## src/design/rv_fetch_macros.svh

```systemverilog
`ifndef RV_FETCH_MACROS_SVH
`define RV_FETCH_MACROS_SVH

// Data and address width.
`define RV_XLEN 32

// First fetch address after reset.
`define RV_RESET_PC 32'h8000_0000

// Shift-add and restoring divide iterations.
`define RV_MD_STEPS 32

`endif

```

## src/design/rv_fetch_pkg.sv

```systemverilog
package rv_fetch_pkg;

    typedef enum logic [6:0] {
        OPC_LUI    = 7'b0110111,
        OPC_OP_IMM = 7'b0010011,
        OPC_OP     = 7'b0110011,
        OPC_JAL    = 7'b1101111,
        OPC_JALR   = 7'b1100111,
        OPC_BRANCH = 7'b1100011
    } rv_opcode_e;

    typedef enum logic [2:0] {
        CLS_ALU,
        CLS_JAL,
        CLS_JALR,
        CLS_BRANCH,
        CLS_MUL,
        CLS_DIV,
        CLS_NOP
    } op_class_e;

    typedef enum logic {
        FS_IDLE,
        FS_WAIT_MEM
    } fetch_state_e;

    typedef enum logic [1:0] {
        ES_IDLE,
        ES_JALR_WAIT,
        ES_MD_WAIT
    } exec_state_e;

    typedef enum logic [1:0] {
        MD_IDLE,
        MD_BUSY,
        MD_FINISH
    } md_state_e;

endpackage
```

## src/design/decode_exec.sv

```systemverilog
`include "rv_fetch_macros.svh"

module decode_exec (
    input  logic                    clk,
    input  logic                    rst_n,
    input  logic                    inst_valid,
    input  logic [`RV_XLEN-1:0]     inst,
    input  logic [`RV_XLEN-1:0]     inst_pc,
    input  logic                    md_done,
    input  logic [`RV_XLEN-1:0]     md_result,
    output logic                    md_start,
    output rv_fetch_pkg::op_class_e md_class,
    output logic [`RV_XLEN-1:0]     md_a,
    output logic [`RV_XLEN-1:0]     md_b,
    output logic                    pc_step,
    output logic                    pc_redirect,
    output logic [`RV_XLEN-1:0]     redirect_pc,
    output logic                    retire_valid,
    output logic [`RV_XLEN-1:0]     retire_pc,
    output logic [4:0]              retire_rd,
    output logic [`RV_XLEN-1:0]     retire_data
);

    rv_fetch_pkg::exec_state_e state_q;
    rv_fetch_pkg::rv_opcode_e  opcode;
    rv_fetch_pkg::op_class_e   cls;
    logic [`RV_XLEN-1:0] regs [1:31];
    logic [4:0]          rd, rs1, rs2;
    logic [2:0]          funct3;
    logic [6:0]          funct7;
    logic [`RV_XLEN-1:0] imm_i, imm_j, imm_b, imm_u;
    logic [`RV_XLEN-1:0] rs1_val, rs2_val, alu_res, link;
    logic                take;
    logic [`RV_XLEN-1:0] pc_q, link_q, jalr_tgt_q;
    logic [4:0]          rd_q;
    logic                ret_now, step_n, redir_n;
    logic [`RV_XLEN-1:0] redir_pc_n, ret_pc_n, ret_res_n;
    logic [4:0]          ret_rd_n;

    assign opcode = rv_fetch_pkg::rv_opcode_e'(inst[6:0]);
    assign rd     = inst[11:7];
    assign funct3 = inst[14:12];
    assign rs1    = inst[19:15];
    assign rs2    = inst[24:20];
    assign funct7 = inst[31:25];

    assign imm_i = {{20{inst[31]}}, inst[31:20]};
    assign imm_u = {inst[31:12], 12'b0};
    assign imm_j = {{12{inst[31]}}, inst[19:12], inst[20], inst[30:21], 1'b0};
    assign imm_b = {{20{inst[31]}}, inst[7], inst[30:25], inst[11:8], 1'b0};

    assign rs1_val = (rs1 == 5'd0) ? '0 : regs[rs1]; // x0 reads as zero.
    assign rs2_val = (rs2 == 5'd0) ? '0 : regs[rs2];
    assign link    = inst_pc + `RV_XLEN'(4);

    always_comb begin
        cls = rv_fetch_pkg::CLS_NOP; // Unknown encodings retire as no-ops.
        case (opcode)
            rv_fetch_pkg::OPC_LUI: cls = rv_fetch_pkg::CLS_ALU;
            rv_fetch_pkg::OPC_OP_IMM: if (funct3 == 3'b000) cls = rv_fetch_pkg::CLS_ALU;
            rv_fetch_pkg::OPC_OP: begin
                if (funct7 == 7'b0000000 && funct3 == 3'b000) cls = rv_fetch_pkg::CLS_ALU;
                if (funct7 == 7'b0000001 && funct3 == 3'b000) cls = rv_fetch_pkg::CLS_MUL;
                if (funct7 == 7'b0000001 && funct3 == 3'b101) cls = rv_fetch_pkg::CLS_DIV;
            end
            rv_fetch_pkg::OPC_JAL: cls = rv_fetch_pkg::CLS_JAL;
            rv_fetch_pkg::OPC_JALR: if (funct3 == 3'b000) cls = rv_fetch_pkg::CLS_JALR;
            rv_fetch_pkg::OPC_BRANCH: if (funct3[2:1] == 2'b00) cls = rv_fetch_pkg::CLS_BRANCH;
            default: cls = rv_fetch_pkg::CLS_NOP;
        endcase
    end

    always_comb begin
        case (opcode)
            rv_fetch_pkg::OPC_LUI:    alu_res = imm_u;
            rv_fetch_pkg::OPC_OP_IMM: alu_res = rs1_val + imm_i;
            default:                  alu_res = rs1_val + rs2_val;
        endcase
    end

    // BEQ on funct3 000, BNE on 001.
    assign take = (rs1_val == rs2_val) ^ funct3[0];

    always_comb begin
        ret_now    = 1'b0;
        step_n     = 1'b0;
        redir_n    = 1'b0;
        redir_pc_n = jalr_tgt_q;
        ret_rd_n   = 5'd0;
        ret_res_n  = '0;
        ret_pc_n   = pc_q;
        case (state_q)
            rv_fetch_pkg::ES_IDLE: begin
                ret_pc_n = inst_pc;
                if (inst_valid) begin
                    case (cls)
                        rv_fetch_pkg::CLS_ALU: begin
                            ret_now   = 1'b1;
                            step_n    = 1'b1;
                            ret_rd_n  = rd;
                            ret_res_n = alu_res;
                        end
                        rv_fetch_pkg::CLS_JAL: begin
                            ret_now    = 1'b1;
                            redir_n    = 1'b1;
                            redir_pc_n = inst_pc + imm_j;
                            ret_rd_n   = rd;
                            ret_res_n  = link;
                        end
                        rv_fetch_pkg::CLS_BRANCH: begin
                            ret_now    = 1'b1;
                            redir_n    = take;
                            step_n     = !take;
                            redir_pc_n = inst_pc + imm_b;
                        end
                        rv_fetch_pkg::CLS_NOP: begin
                            ret_now = 1'b1;
                            step_n  = 1'b1;
                        end
                        default: ret_now = 1'b0; // JALR and mul/div retire later.
                    endcase
                end
            end
            rv_fetch_pkg::ES_JALR_WAIT: begin
                ret_now   = 1'b1;
                redir_n   = 1'b1;
                ret_rd_n  = rd_q;
                ret_res_n = link_q;
            end
            rv_fetch_pkg::ES_MD_WAIT: begin
                ret_now   = md_done;
                step_n    = md_done;
                ret_rd_n  = rd_q;
                ret_res_n = md_result;
            end
            default: ret_now = 1'b0;
        endcase
    end

    always_ff @(posedge clk or negedge rst_n) begin
        if (!rst_n) begin
            state_q      <= rv_fetch_pkg::ES_IDLE;
            retire_valid <= 1'b0;
            pc_step      <= 1'b0;
            pc_redirect  <= 1'b0;
            md_start     <= 1'b0;
        end else begin
            retire_valid <= ret_now;
            pc_step      <= step_n;
            pc_redirect  <= redir_n;
            md_start     <= 1'b0;
            case (state_q)
                rv_fetch_pkg::ES_IDLE: begin
                    if (inst_valid && cls == rv_fetch_pkg::CLS_JALR) begin
                        state_q <= rv_fetch_pkg::ES_JALR_WAIT;
                    end
                    if (inst_valid && (cls == rv_fetch_pkg::CLS_MUL ||
                                       cls == rv_fetch_pkg::CLS_DIV)) begin
                        md_start <= 1'b1;
                        state_q  <= rv_fetch_pkg::ES_MD_WAIT;
                    end
                end
                rv_fetch_pkg::ES_JALR_WAIT: state_q <= rv_fetch_pkg::ES_IDLE;
                rv_fetch_pkg::ES_MD_WAIT: if (md_done) state_q <= rv_fetch_pkg::ES_IDLE;
                default: state_q <= rv_fetch_pkg::ES_IDLE;
            endcase
        end
    end

    always_ff @(posedge clk) begin
        if (state_q == rv_fetch_pkg::ES_IDLE && inst_valid) begin
            pc_q       <= inst_pc;
            rd_q       <= rd;
            link_q     <= link;
            jalr_tgt_q <= (rs1_val + imm_i) & ~`RV_XLEN'(1); // Bit 0 cleared.
            md_class   <= cls;
            md_a       <= rs1_val;
            md_b       <= rs2_val;
        end
        redirect_pc <= redir_pc_n;
        retire_pc   <= ret_pc_n;
        retire_rd   <= ret_rd_n;
        retire_data <= (ret_rd_n == 5'd0) ? '0 : ret_res_n;
        if (ret_now && ret_rd_n != 5'd0) begin
            regs[ret_rd_n] <= ret_res_n;
        end
    end

    a_valid_in_idle : assert property (
        @(posedge clk) disable iff (!rst_n)
        inst_valid |-> state_q == rv_fetch_pkg::ES_IDLE
    ) else $error("decode_exec: instruction arrived while busy");

endmodule

```

## src/design/fetch_top.sv

```systemverilog
`include "rv_fetch_macros.svh"

module fetch_top (
    input  logic                clk,
    input  logic                rst_n,
    input  logic                mem_done,
    input  logic [`RV_XLEN-1:0] mem_rdata,
    output logic                mem_req,
    output logic [`RV_XLEN-1:0] mem_addr,
    output logic                retire_valid,
    output logic [`RV_XLEN-1:0] retire_pc,
    output logic [4:0]          retire_rd,
    output logic [`RV_XLEN-1:0] retire_data
);

    logic                    fetch_start;
    logic [`RV_XLEN-1:0]     fetch_pc;
    logic                    inst_valid;
    logic [`RV_XLEN-1:0]     inst;
    logic [`RV_XLEN-1:0]     inst_pc;
    logic                    pc_step;
    logic                    pc_redirect;
    logic [`RV_XLEN-1:0]     redirect_pc;
    logic                    md_start;
    rv_fetch_pkg::op_class_e md_class;
    logic [`RV_XLEN-1:0]     md_a;
    logic [`RV_XLEN-1:0]     md_b;
    logic                    md_done;
    logic [`RV_XLEN-1:0]     md_result;

    pc_gen u_pc_gen (
        .clk         (clk),
        .rst_n       (rst_n),
        .pc_step     (pc_step),
        .pc_redirect (pc_redirect),
        .redirect_pc (redirect_pc),
        .fetch_start (fetch_start),
        .fetch_pc    (fetch_pc)
    );

    fetch_unit u_fetch_unit (
        .clk         (clk),
        .rst_n       (rst_n),
        .fetch_start (fetch_start),
        .fetch_pc    (fetch_pc),
        .mem_done    (mem_done),
        .mem_rdata   (mem_rdata),
        .mem_req     (mem_req),
        .mem_addr    (mem_addr),
        .inst_valid  (inst_valid),
        .inst        (inst),
        .inst_pc     (inst_pc)
    );

    decode_exec u_decode_exec (
        .clk          (clk),
        .rst_n        (rst_n),
        .inst_valid   (inst_valid),
        .inst         (inst),
        .inst_pc      (inst_pc),
        .md_done      (md_done),
        .md_result    (md_result),
        .md_start     (md_start),
        .md_class     (md_class),
        .md_a         (md_a),
        .md_b         (md_b),
        .pc_step      (pc_step),
        .pc_redirect  (pc_redirect),
        .redirect_pc  (redirect_pc),
        .retire_valid (retire_valid),
        .retire_pc    (retire_pc),
        .retire_rd    (retire_rd),
        .retire_data  (retire_data)
    );

    muldiv_seq u_muldiv_seq (
        .clk       (clk),
        .rst_n     (rst_n),
        .md_start  (md_start),
        .md_class  (md_class),
        .md_a      (md_a),
        .md_b      (md_b),
        .md_done   (md_done),
        .md_result (md_result)
    );

endmodule

```

## src/design/fetch_unit.sv

```systemverilog
`include "rv_fetch_macros.svh"

module fetch_unit (
    input  logic                clk,
    input  logic                rst_n,
    input  logic                fetch_start,
    input  logic [`RV_XLEN-1:0] fetch_pc,
    input  logic                mem_done,
    input  logic [`RV_XLEN-1:0] mem_rdata,
    output logic                mem_req,
    output logic [`RV_XLEN-1:0] mem_addr,
    output logic                inst_valid,
    output logic [`RV_XLEN-1:0] inst,
    output logic [`RV_XLEN-1:0] inst_pc
);

    rv_fetch_pkg::fetch_state_e state_q;
    logic [`RV_XLEN-1:0]        addr_q;

    always_ff @(posedge clk or negedge rst_n) begin
        if (!rst_n) begin
            state_q    <= rv_fetch_pkg::FS_IDLE;
            mem_req    <= 1'b0;
            inst_valid <= 1'b0;
        end else begin
            mem_req    <= 1'b0;
            inst_valid <= 1'b0;
            case (state_q)
                rv_fetch_pkg::FS_IDLE: begin
                    if (fetch_start) begin
                        mem_req <= 1'b1;
                        state_q <= rv_fetch_pkg::FS_WAIT_MEM;
                    end
                end
                rv_fetch_pkg::FS_WAIT_MEM: begin
                    if (mem_done) begin
                        inst_valid <= 1'b1;
                        state_q    <= rv_fetch_pkg::FS_IDLE;
                    end
                end
                default: state_q <= rv_fetch_pkg::FS_IDLE;
            endcase
        end
    end

    always_ff @(posedge clk) begin
        if (fetch_start && state_q == rv_fetch_pkg::FS_IDLE) begin
            addr_q <= fetch_pc;
        end
        if (mem_done && state_q == rv_fetch_pkg::FS_WAIT_MEM) begin
            inst    <= mem_rdata;
            inst_pc <= addr_q;
        end
    end

    assign mem_addr = addr_q;

    a_no_done_idle : assert property (
        @(posedge clk) disable iff (!rst_n)
        mem_done |-> state_q == rv_fetch_pkg::FS_WAIT_MEM
    ) else $error("fetch_unit: mem_done without a request");

    a_no_start_busy : assert property (
        @(posedge clk) disable iff (!rst_n)
        fetch_start |-> state_q == rv_fetch_pkg::FS_IDLE
    ) else $error("fetch_unit: fetch_start while waiting");

endmodule

```

## src/design/muldiv_seq.sv

```systemverilog
`include "rv_fetch_macros.svh"

module muldiv_seq (
    input  logic                    clk,
    input  logic                    rst_n,
    input  logic                    md_start,
    input  rv_fetch_pkg::op_class_e md_class,
    input  logic [`RV_XLEN-1:0]     md_a,
    input  logic [`RV_XLEN-1:0]     md_b,
    output logic                    md_done,
    output logic [`RV_XLEN-1:0]     md_result
);

    localparam int CNT_W = $clog2(`RV_MD_STEPS);

    rv_fetch_pkg::md_state_e state_q;
    logic [CNT_W-1:0]        cnt_q;
    logic                    is_mul_q;
    logic [`RV_XLEN-1:0]     hi_q;   // Product or partial remainder.
    logic [`RV_XLEN-1:0]     lo_q;   // Multiplier or quotient.
    logic [`RV_XLEN-1:0]     opnd_q; // Multiplicand or divisor.
    logic [`RV_XLEN:0]       rem_sh;
    logic [`RV_XLEN:0]       trial;

    assign rem_sh = {hi_q, lo_q[`RV_XLEN-1]};
    assign trial  = rem_sh - {1'b0, opnd_q};

    always_ff @(posedge clk or negedge rst_n) begin
        if (!rst_n) begin
            state_q <= rv_fetch_pkg::MD_IDLE;
            cnt_q   <= '0;
        end else begin
            case (state_q)
                rv_fetch_pkg::MD_IDLE: begin
                    cnt_q <= '0;
                    if (md_start) state_q <= rv_fetch_pkg::MD_BUSY;
                end
                rv_fetch_pkg::MD_BUSY: begin
                    cnt_q <= cnt_q + CNT_W'(1);
                    if (cnt_q == CNT_W'(`RV_MD_STEPS - 1)) state_q <= rv_fetch_pkg::MD_FINISH;
                end
                default: state_q <= rv_fetch_pkg::MD_IDLE;
            endcase
        end
    end

    always_ff @(posedge clk) begin
        if (state_q == rv_fetch_pkg::MD_IDLE && md_start) begin
            is_mul_q <= (md_class == rv_fetch_pkg::CLS_MUL);
            hi_q     <= '0;
            lo_q     <= (md_class == rv_fetch_pkg::CLS_MUL) ? md_b : md_a;
            opnd_q   <= (md_class == rv_fetch_pkg::CLS_MUL) ? md_a : md_b;
        end else if (state_q == rv_fetch_pkg::MD_BUSY) begin
            if (is_mul_q) begin
                if (lo_q[0]) hi_q <= hi_q + opnd_q;
                opnd_q <= opnd_q << 1;
                lo_q   <= lo_q >> 1;
            end else if (!trial[`RV_XLEN]) begin
                // Zero divisor always subtracts, so the quotient ends all ones.
                hi_q <= trial[`RV_XLEN-1:0];
                lo_q <= {lo_q[`RV_XLEN-2:0], 1'b1};
            end else begin
                hi_q <= rem_sh[`RV_XLEN-1:0];
                lo_q <= {lo_q[`RV_XLEN-2:0], 1'b0};
            end
        end
    end

    assign md_done   = (state_q == rv_fetch_pkg::MD_FINISH);
    assign md_result = is_mul_q ? hi_q : lo_q;

    a_no_start_busy : assert property (
        @(posedge clk) disable iff (!rst_n)
        md_start |-> state_q == rv_fetch_pkg::MD_IDLE
    ) else $error("muldiv_seq: start while busy");

endmodule

```

## src/design/pc_gen.sv

```systemverilog
`include "rv_fetch_macros.svh"

module pc_gen (
    input  logic                clk,
    input  logic                rst_n,
    input  logic                pc_step,
    input  logic                pc_redirect,
    input  logic [`RV_XLEN-1:0] redirect_pc,
    output logic                fetch_start,
    output logic [`RV_XLEN-1:0] fetch_pc
);

    logic [`RV_XLEN-1:0] pc_q;
    logic [`RV_XLEN-1:0] pc_next;
    logic                boot_q;

    always_comb begin
        if (pc_redirect) begin
            pc_next = redirect_pc;
        end else if (pc_step) begin
            pc_next = pc_q + `RV_XLEN'(4);
        end else begin
            pc_next = pc_q; // Hold while an instruction is in flight.
        end
    end

    always_ff @(posedge clk or negedge rst_n) begin
        if (!rst_n) begin
            pc_q <= `RV_RESET_PC;
        end else begin
            pc_q <= pc_next;
        end
    end

    // Boot flag stays up for the first cycle out of reset only.
    always_ff @(posedge clk or negedge rst_n) begin
        if (!rst_n) begin
            boot_q <= 1'b1;
        end else begin
            boot_q <= 1'b0;
        end
    end

    always_ff @(posedge clk or negedge rst_n) begin
        if (!rst_n) begin
            fetch_start <= 1'b0;
        end else begin
            fetch_start <= boot_q | pc_step | pc_redirect; // New PC visible with it.
        end
    end

    assign fetch_pc = pc_q;

    a_pc_aligned : assert property (
        @(posedge clk) disable iff (!rst_n)
        pc_q[1:0] == 2'b00
    ) else $error("pc_gen: PC not word aligned");

    a_step_redirect_excl : assert property (
        @(posedge clk) disable iff (!rst_n)
        !(pc_step && pc_redirect)
    ) else $error("pc_gen: step and redirect together");

endmodule

```

## config.mk

```make
export PLATFORM = sky130hd
export DESIGN_NAME = fetch_top
export DESIGN_NICKNAME = d
export VERILOG_FILES = /design/src/design/rv_fetch_pkg.sv /design/src/design/decode_exec.sv /design/src/design/fetch_top.sv /design/src/design/fetch_unit.sv /design/src/design/muldiv_seq.sv /design/src/design/pc_gen.sv
export VERILOG_INCLUDE_DIRS = /design/src /design/src/design
export SDC_FILE = /design/constraint.sdc
export NUM_CORES = 2
export LEC_CHECK = 0
export BUFFER_PORTS_ARGS = -buffer_cell sky130_fd_sc_hd__buf_2
export CAP_MARGIN = 20
export CORE_MARGIN = 2
export CORE_UTILIZATION = 60
export CTS_BUF_LIST = sky130_fd_sc_hd__clkbuf_4 sky130_fd_sc_hd__clkbuf_8 sky130_fd_sc_hd__clkbuf_16
export CTS_CLUSTER_DIAMETER = 40
export DETAILED_ROUTE_END_ITERATION = 7
export PLACE_DENSITY = 0.77
export SETUP_SLACK_MARGIN = 0.4
export SYNTH_ARGS = -nofsm -noshare
export SYNTH_HDL_FRONTEND = slang
export SYNTH_SLANG_ARGS = --single-unit
```

## constraint.sdc

```tcl
create_clock -name clk -period 8.88 [get_ports clk]
set_input_delay 1.776 -clock clk [delete_from_list [all_inputs] [get_ports clk]]
set_output_delay 1.776 -clock clk [all_outputs]
set_load 0.05 [all_outputs]
```

==> run summary <==
Status: finished clean
#FFs+latches synth: 1511
Synth area leader: edfxtp_1
Hold Fails Final Rpt: 0
Critical Path AT: 7.69 ns
FILL cells: 7958
Buf+Inv Stages, Crit Path: 3
Worst R2R Setup Slack: 1.73 ns
Power Internal: 18.82 mW
Critical path class: register to register
Switching Fraction: 0.3894
DRC Markers: 0
Tmin final: 7.151 ns
First-pass GRT wire length: 333100 µm
Critical path fanouts, max: 48
Largest net degree at the start of global routing: 143
Die X: 357.1 µm
Layout Cells excl Fill: 6920
Clock buffer count from CTS: 188
Clk slew on worst S/H paths: 0.06 ns
Top layer in use: met5
Antenna viol nets, final: 0
GRT Overall Usage: 0.3636
RD Place Congestion: 1.000
Tcrit/Tclk final: 0.8052
Share of cells above drive strength 1: 0.2547
Clock tree buffer depth: 3
Synthesized net count: 5146
Hold Startpoint: u_decode_exec.redirect_pc[31]$_DFF_P_
Leak: 29.87 nW
Initial antenna violation count: 10
Async set or reset register ratio after synthesis: 0.03309
Routed via count: 49500
Initial Utilization: 0.6050
Required time of the critical path: 9.42 ns
Sequential Area: 43730 µm²
TritonCTS clock tree: done
Post-CTS setup buffers: 0
Mean Syn Cell Area: 15.14 µm²
Avg Vias per Cell: 7.154
Synth warn: 0
Seq/Total Area, Yosys: 0.5842
Clock Sinks: 1511
Yosys cell types: 92
Met2 routed WL: 109200 µm
Peak supply drop: 0.4556 mV
Finished Cell Area: 84720 µm²
FP Rows: 129
DR iter-0 viols: 7700
Slowest cell on the critical path: dfxtp_4
Critical Path Sink Type: register
Layout area overhead: 13.27%
Crit path largest cell delay: 0.88 ns
Clock latency on the worst-skew pair: 0.84 ns
IO Port Bufs: 137
Max-cap check violation count: 0
Post-cts resize count: 0
Clock power frac: 0.258
Net Switching: 12.00 mW
Cells after Synth: 4941
Share of total power in sequential cells: 0.339
Crit-path leading delay family: compound AO/OA/AOI/OAI gates
Final WL: 230200 µm
Average routed wire per standard cell: 33.26 µm
Crit start category: register
Max Freq: 139.8 MHz
Top cells by area, synth: edfxtp_1 (53%), mux4_2 (17%), dfxtp_1 (3.8%), mux2i_1 (2.8%), ha_1 (2.8%)
Die footprint: 127500 µm²
CTS Hold Bufs: 0
Drt first pass iters: 8
Post-DP HPWL: 145200 µm
Max-slew violations: 0
IO Pins: 138
Root buf cell: clkbuf_16
# setup viols final: 0
Core area: 123600 µm²
Multi-input logic area: 29980 µm²
Total grt overflow: 0
Critical-path cell list: buf_4 > mux4_2 > mux4_2 > mux2i_1 > nor2_1 > ha_1 > nand2_1 > nor2_1 > nand4_1 > a31oi_1 > o2111ai_1 > a21oi_1 > nor2_1 > xnor2_1 > a221oi_1 > buf_4 > nor2_2 > buf_8
Unrepaired setup endpoints after global routing: no
Power per cell area: 363.8 nW/µm²
Synth top area share: 0.5291
EDFF count, synth: 1318
Cell Area, Placed: 77990 µm²
Worst hold path type: register to register
Clock skew: 0.06359 ns
Nets: 5322
Most used cell, CP: nor2_1
M1 wire length: 78300 µm
Syn Std Cell Area: 74800 µm²
CTS H-Tree Depth: 4
Comb pwr share: 0.403
Vias in the first global route: 48760
Met3 wire length: 27580 µm
Top FF cell, synth: edfxtp_1
Die H: 357.1 µm
Final setup TNS: 0 ns
Slew @ Worst Pin: 1.122 ns
Cells after DPL: 6557
Slew headroom: 0.2502
sequential cells by signal, summed over array words and instances (netlist names), 30 cells and up, named ones only:
register,flops
u_decode_exec.regs,992
u_decode_exec.link_q,32
u_decode_exec.md_a,32
u_decode_exec.md_b,32
u_decode_exec.redirect_pc,32
u_decode_exec.retire_data,32
u_decode_exec.retire_pc,32
u_fetch_unit.inst,32
u_fetch_unit.inst_pc,32
u_fetch_unit.mem_addr,32
u_muldiv_seq.hi_q,32
u_muldiv_seq.lo_q,32
u_muldiv_seq.opnd_q,32
u_pc_gen.fetch_pc,32
u_decode_exec.jalr_tgt_q,31
u_decode_exec.pc_q,30
power by group through the flow:
stage                     clock network [mW]  registers (mW)  logic (mW)
after floorplan                            0            10.6        8.09
after global placement                     0            10.5        11.9
after detailed placement                   0            10.5        12.0
after CTS                               7.98            10.4        12.1
after global routing                    8.27            10.5        13.2
final                                   7.95            10.4        12.4
routing by layer:
metal,up-vias,track usage
met1,24640,0.4661
met4,12,0.2051
met5,-,0
met2,3826,0.5759
li1,20180,-
met3,846,0.08663
through the flow:
stage	hold WS [ns]	power (mW)	setup slack (ns)	util
global placement	0.4061	22.40	1.694	0.6306
finish	0.4302	30.82	1.729	0.6853
floorplan	0.3961	18.69	0.8458	-
CTS	0.4351	30.53	1.577	0.6842
detailed placement	0.4154	22.56	1.640	0.6308
global route	0.4490	31.98	1.351	0.6852
cells by family (layout without fill, tap and decap cells):
group,after synthesis,in the layout,synth area share
AOI/OAI and AO/OA,907,907,0.07725
xor gates and xnor gates,190,190,0.02250
adders and majority gates,170,170,0.02894
buffers and inverters,384,724,0.02024
DFF,1511,1511,0.5842
muxes,844,844,0.2101
other,1,3,0.00005013
and+or+nand+nor,934,934,0.05674
final timing paths:
kind,cells past startpoint,to
min in group asynchronous,2,u_pc_gen.fetch_pc[30]$_DFFE_PN0N_
min,2,u_pc_gen.fetch_pc[31]$_DFFE_PN1N_
max reg2reg,18,u_decode_exec.regs[22][23]$_DFFE_PP_
max,18,u_decode_exec.regs[22][23]$_DFFE_PP_
min reg2reg,2,u_pc_gen.fetch_pc[31]$_DFFE_PN1N_
max in group asynchronous,2,u_decode_exec.pc_redirect$_DFF_PN0_
tightest hold or removal path, stage by stage (launching register included):
cell,delay [ns]
dfxtp_1,0.30
nand2_1,0.05
o21ai_0,0.07
layout make-up:
type | count | share of cell area
Multi-Input combinational cell | 3046 | 0.3539
Inverter | 97 | 0.004357
Clock buffer | 219 | 0.05956
Tap cell | 1637 | 0.02418
Clock inverter | 135 | 0.01843
Timing Repair Buffer | 273 | 0.02342
Antenna cell | 2 | 0.00005907
Sequential cell | 1511 | 0.5161
cell usage in the layout (no fill, tap or decap), types with 18 or more instances in the layout:
cell          n
dfxtp_1     133
nor2b_1      54
xor2_1       80
mux4_2      575
and2_1       25
a31oi_1      27
inv_6        24
a22oi_1      28
a21oi_1     257
a222oi_1     22
nand3_1      48
nor2_1      301
mux2i_1     209
and3_1       30
edfxtp_1   1318
clkbuf_4     19
buf_2       137
xnor2_1     109
ha_1        163
nand2_1     284
inv_1        94
o21a_1       33
bufinv_16    18
buf_4       113
o21bai_1     20
o21ai_0     207
a21o_1      108
nor2_4       34
nor3_1       43
nand2b_1     19
clkbuf_16   191
clkinv_4     18
a211oi_1     52
dfrtp_1      47
clkinv_2     25
nand4_1      30
mux2_2       58
Yosys cell counts, types with 52 or more instances:
library cell	instances
edfxtp_1	1318
mux4_2	575
nor2_1	339
nand2_1	286
a21oi_1	259
o21ai_0	210
mux2i_1	209
clkbuf_1	205
ha_1	165
dfxtp_1	143
xnor2_1	109
a21o_1	108
inv_1	96
xor2_1	80
mux2_2	58
nor2b_1	56
a211oi_1	52
Note: power is estimated with default switching activity, not from simulation.
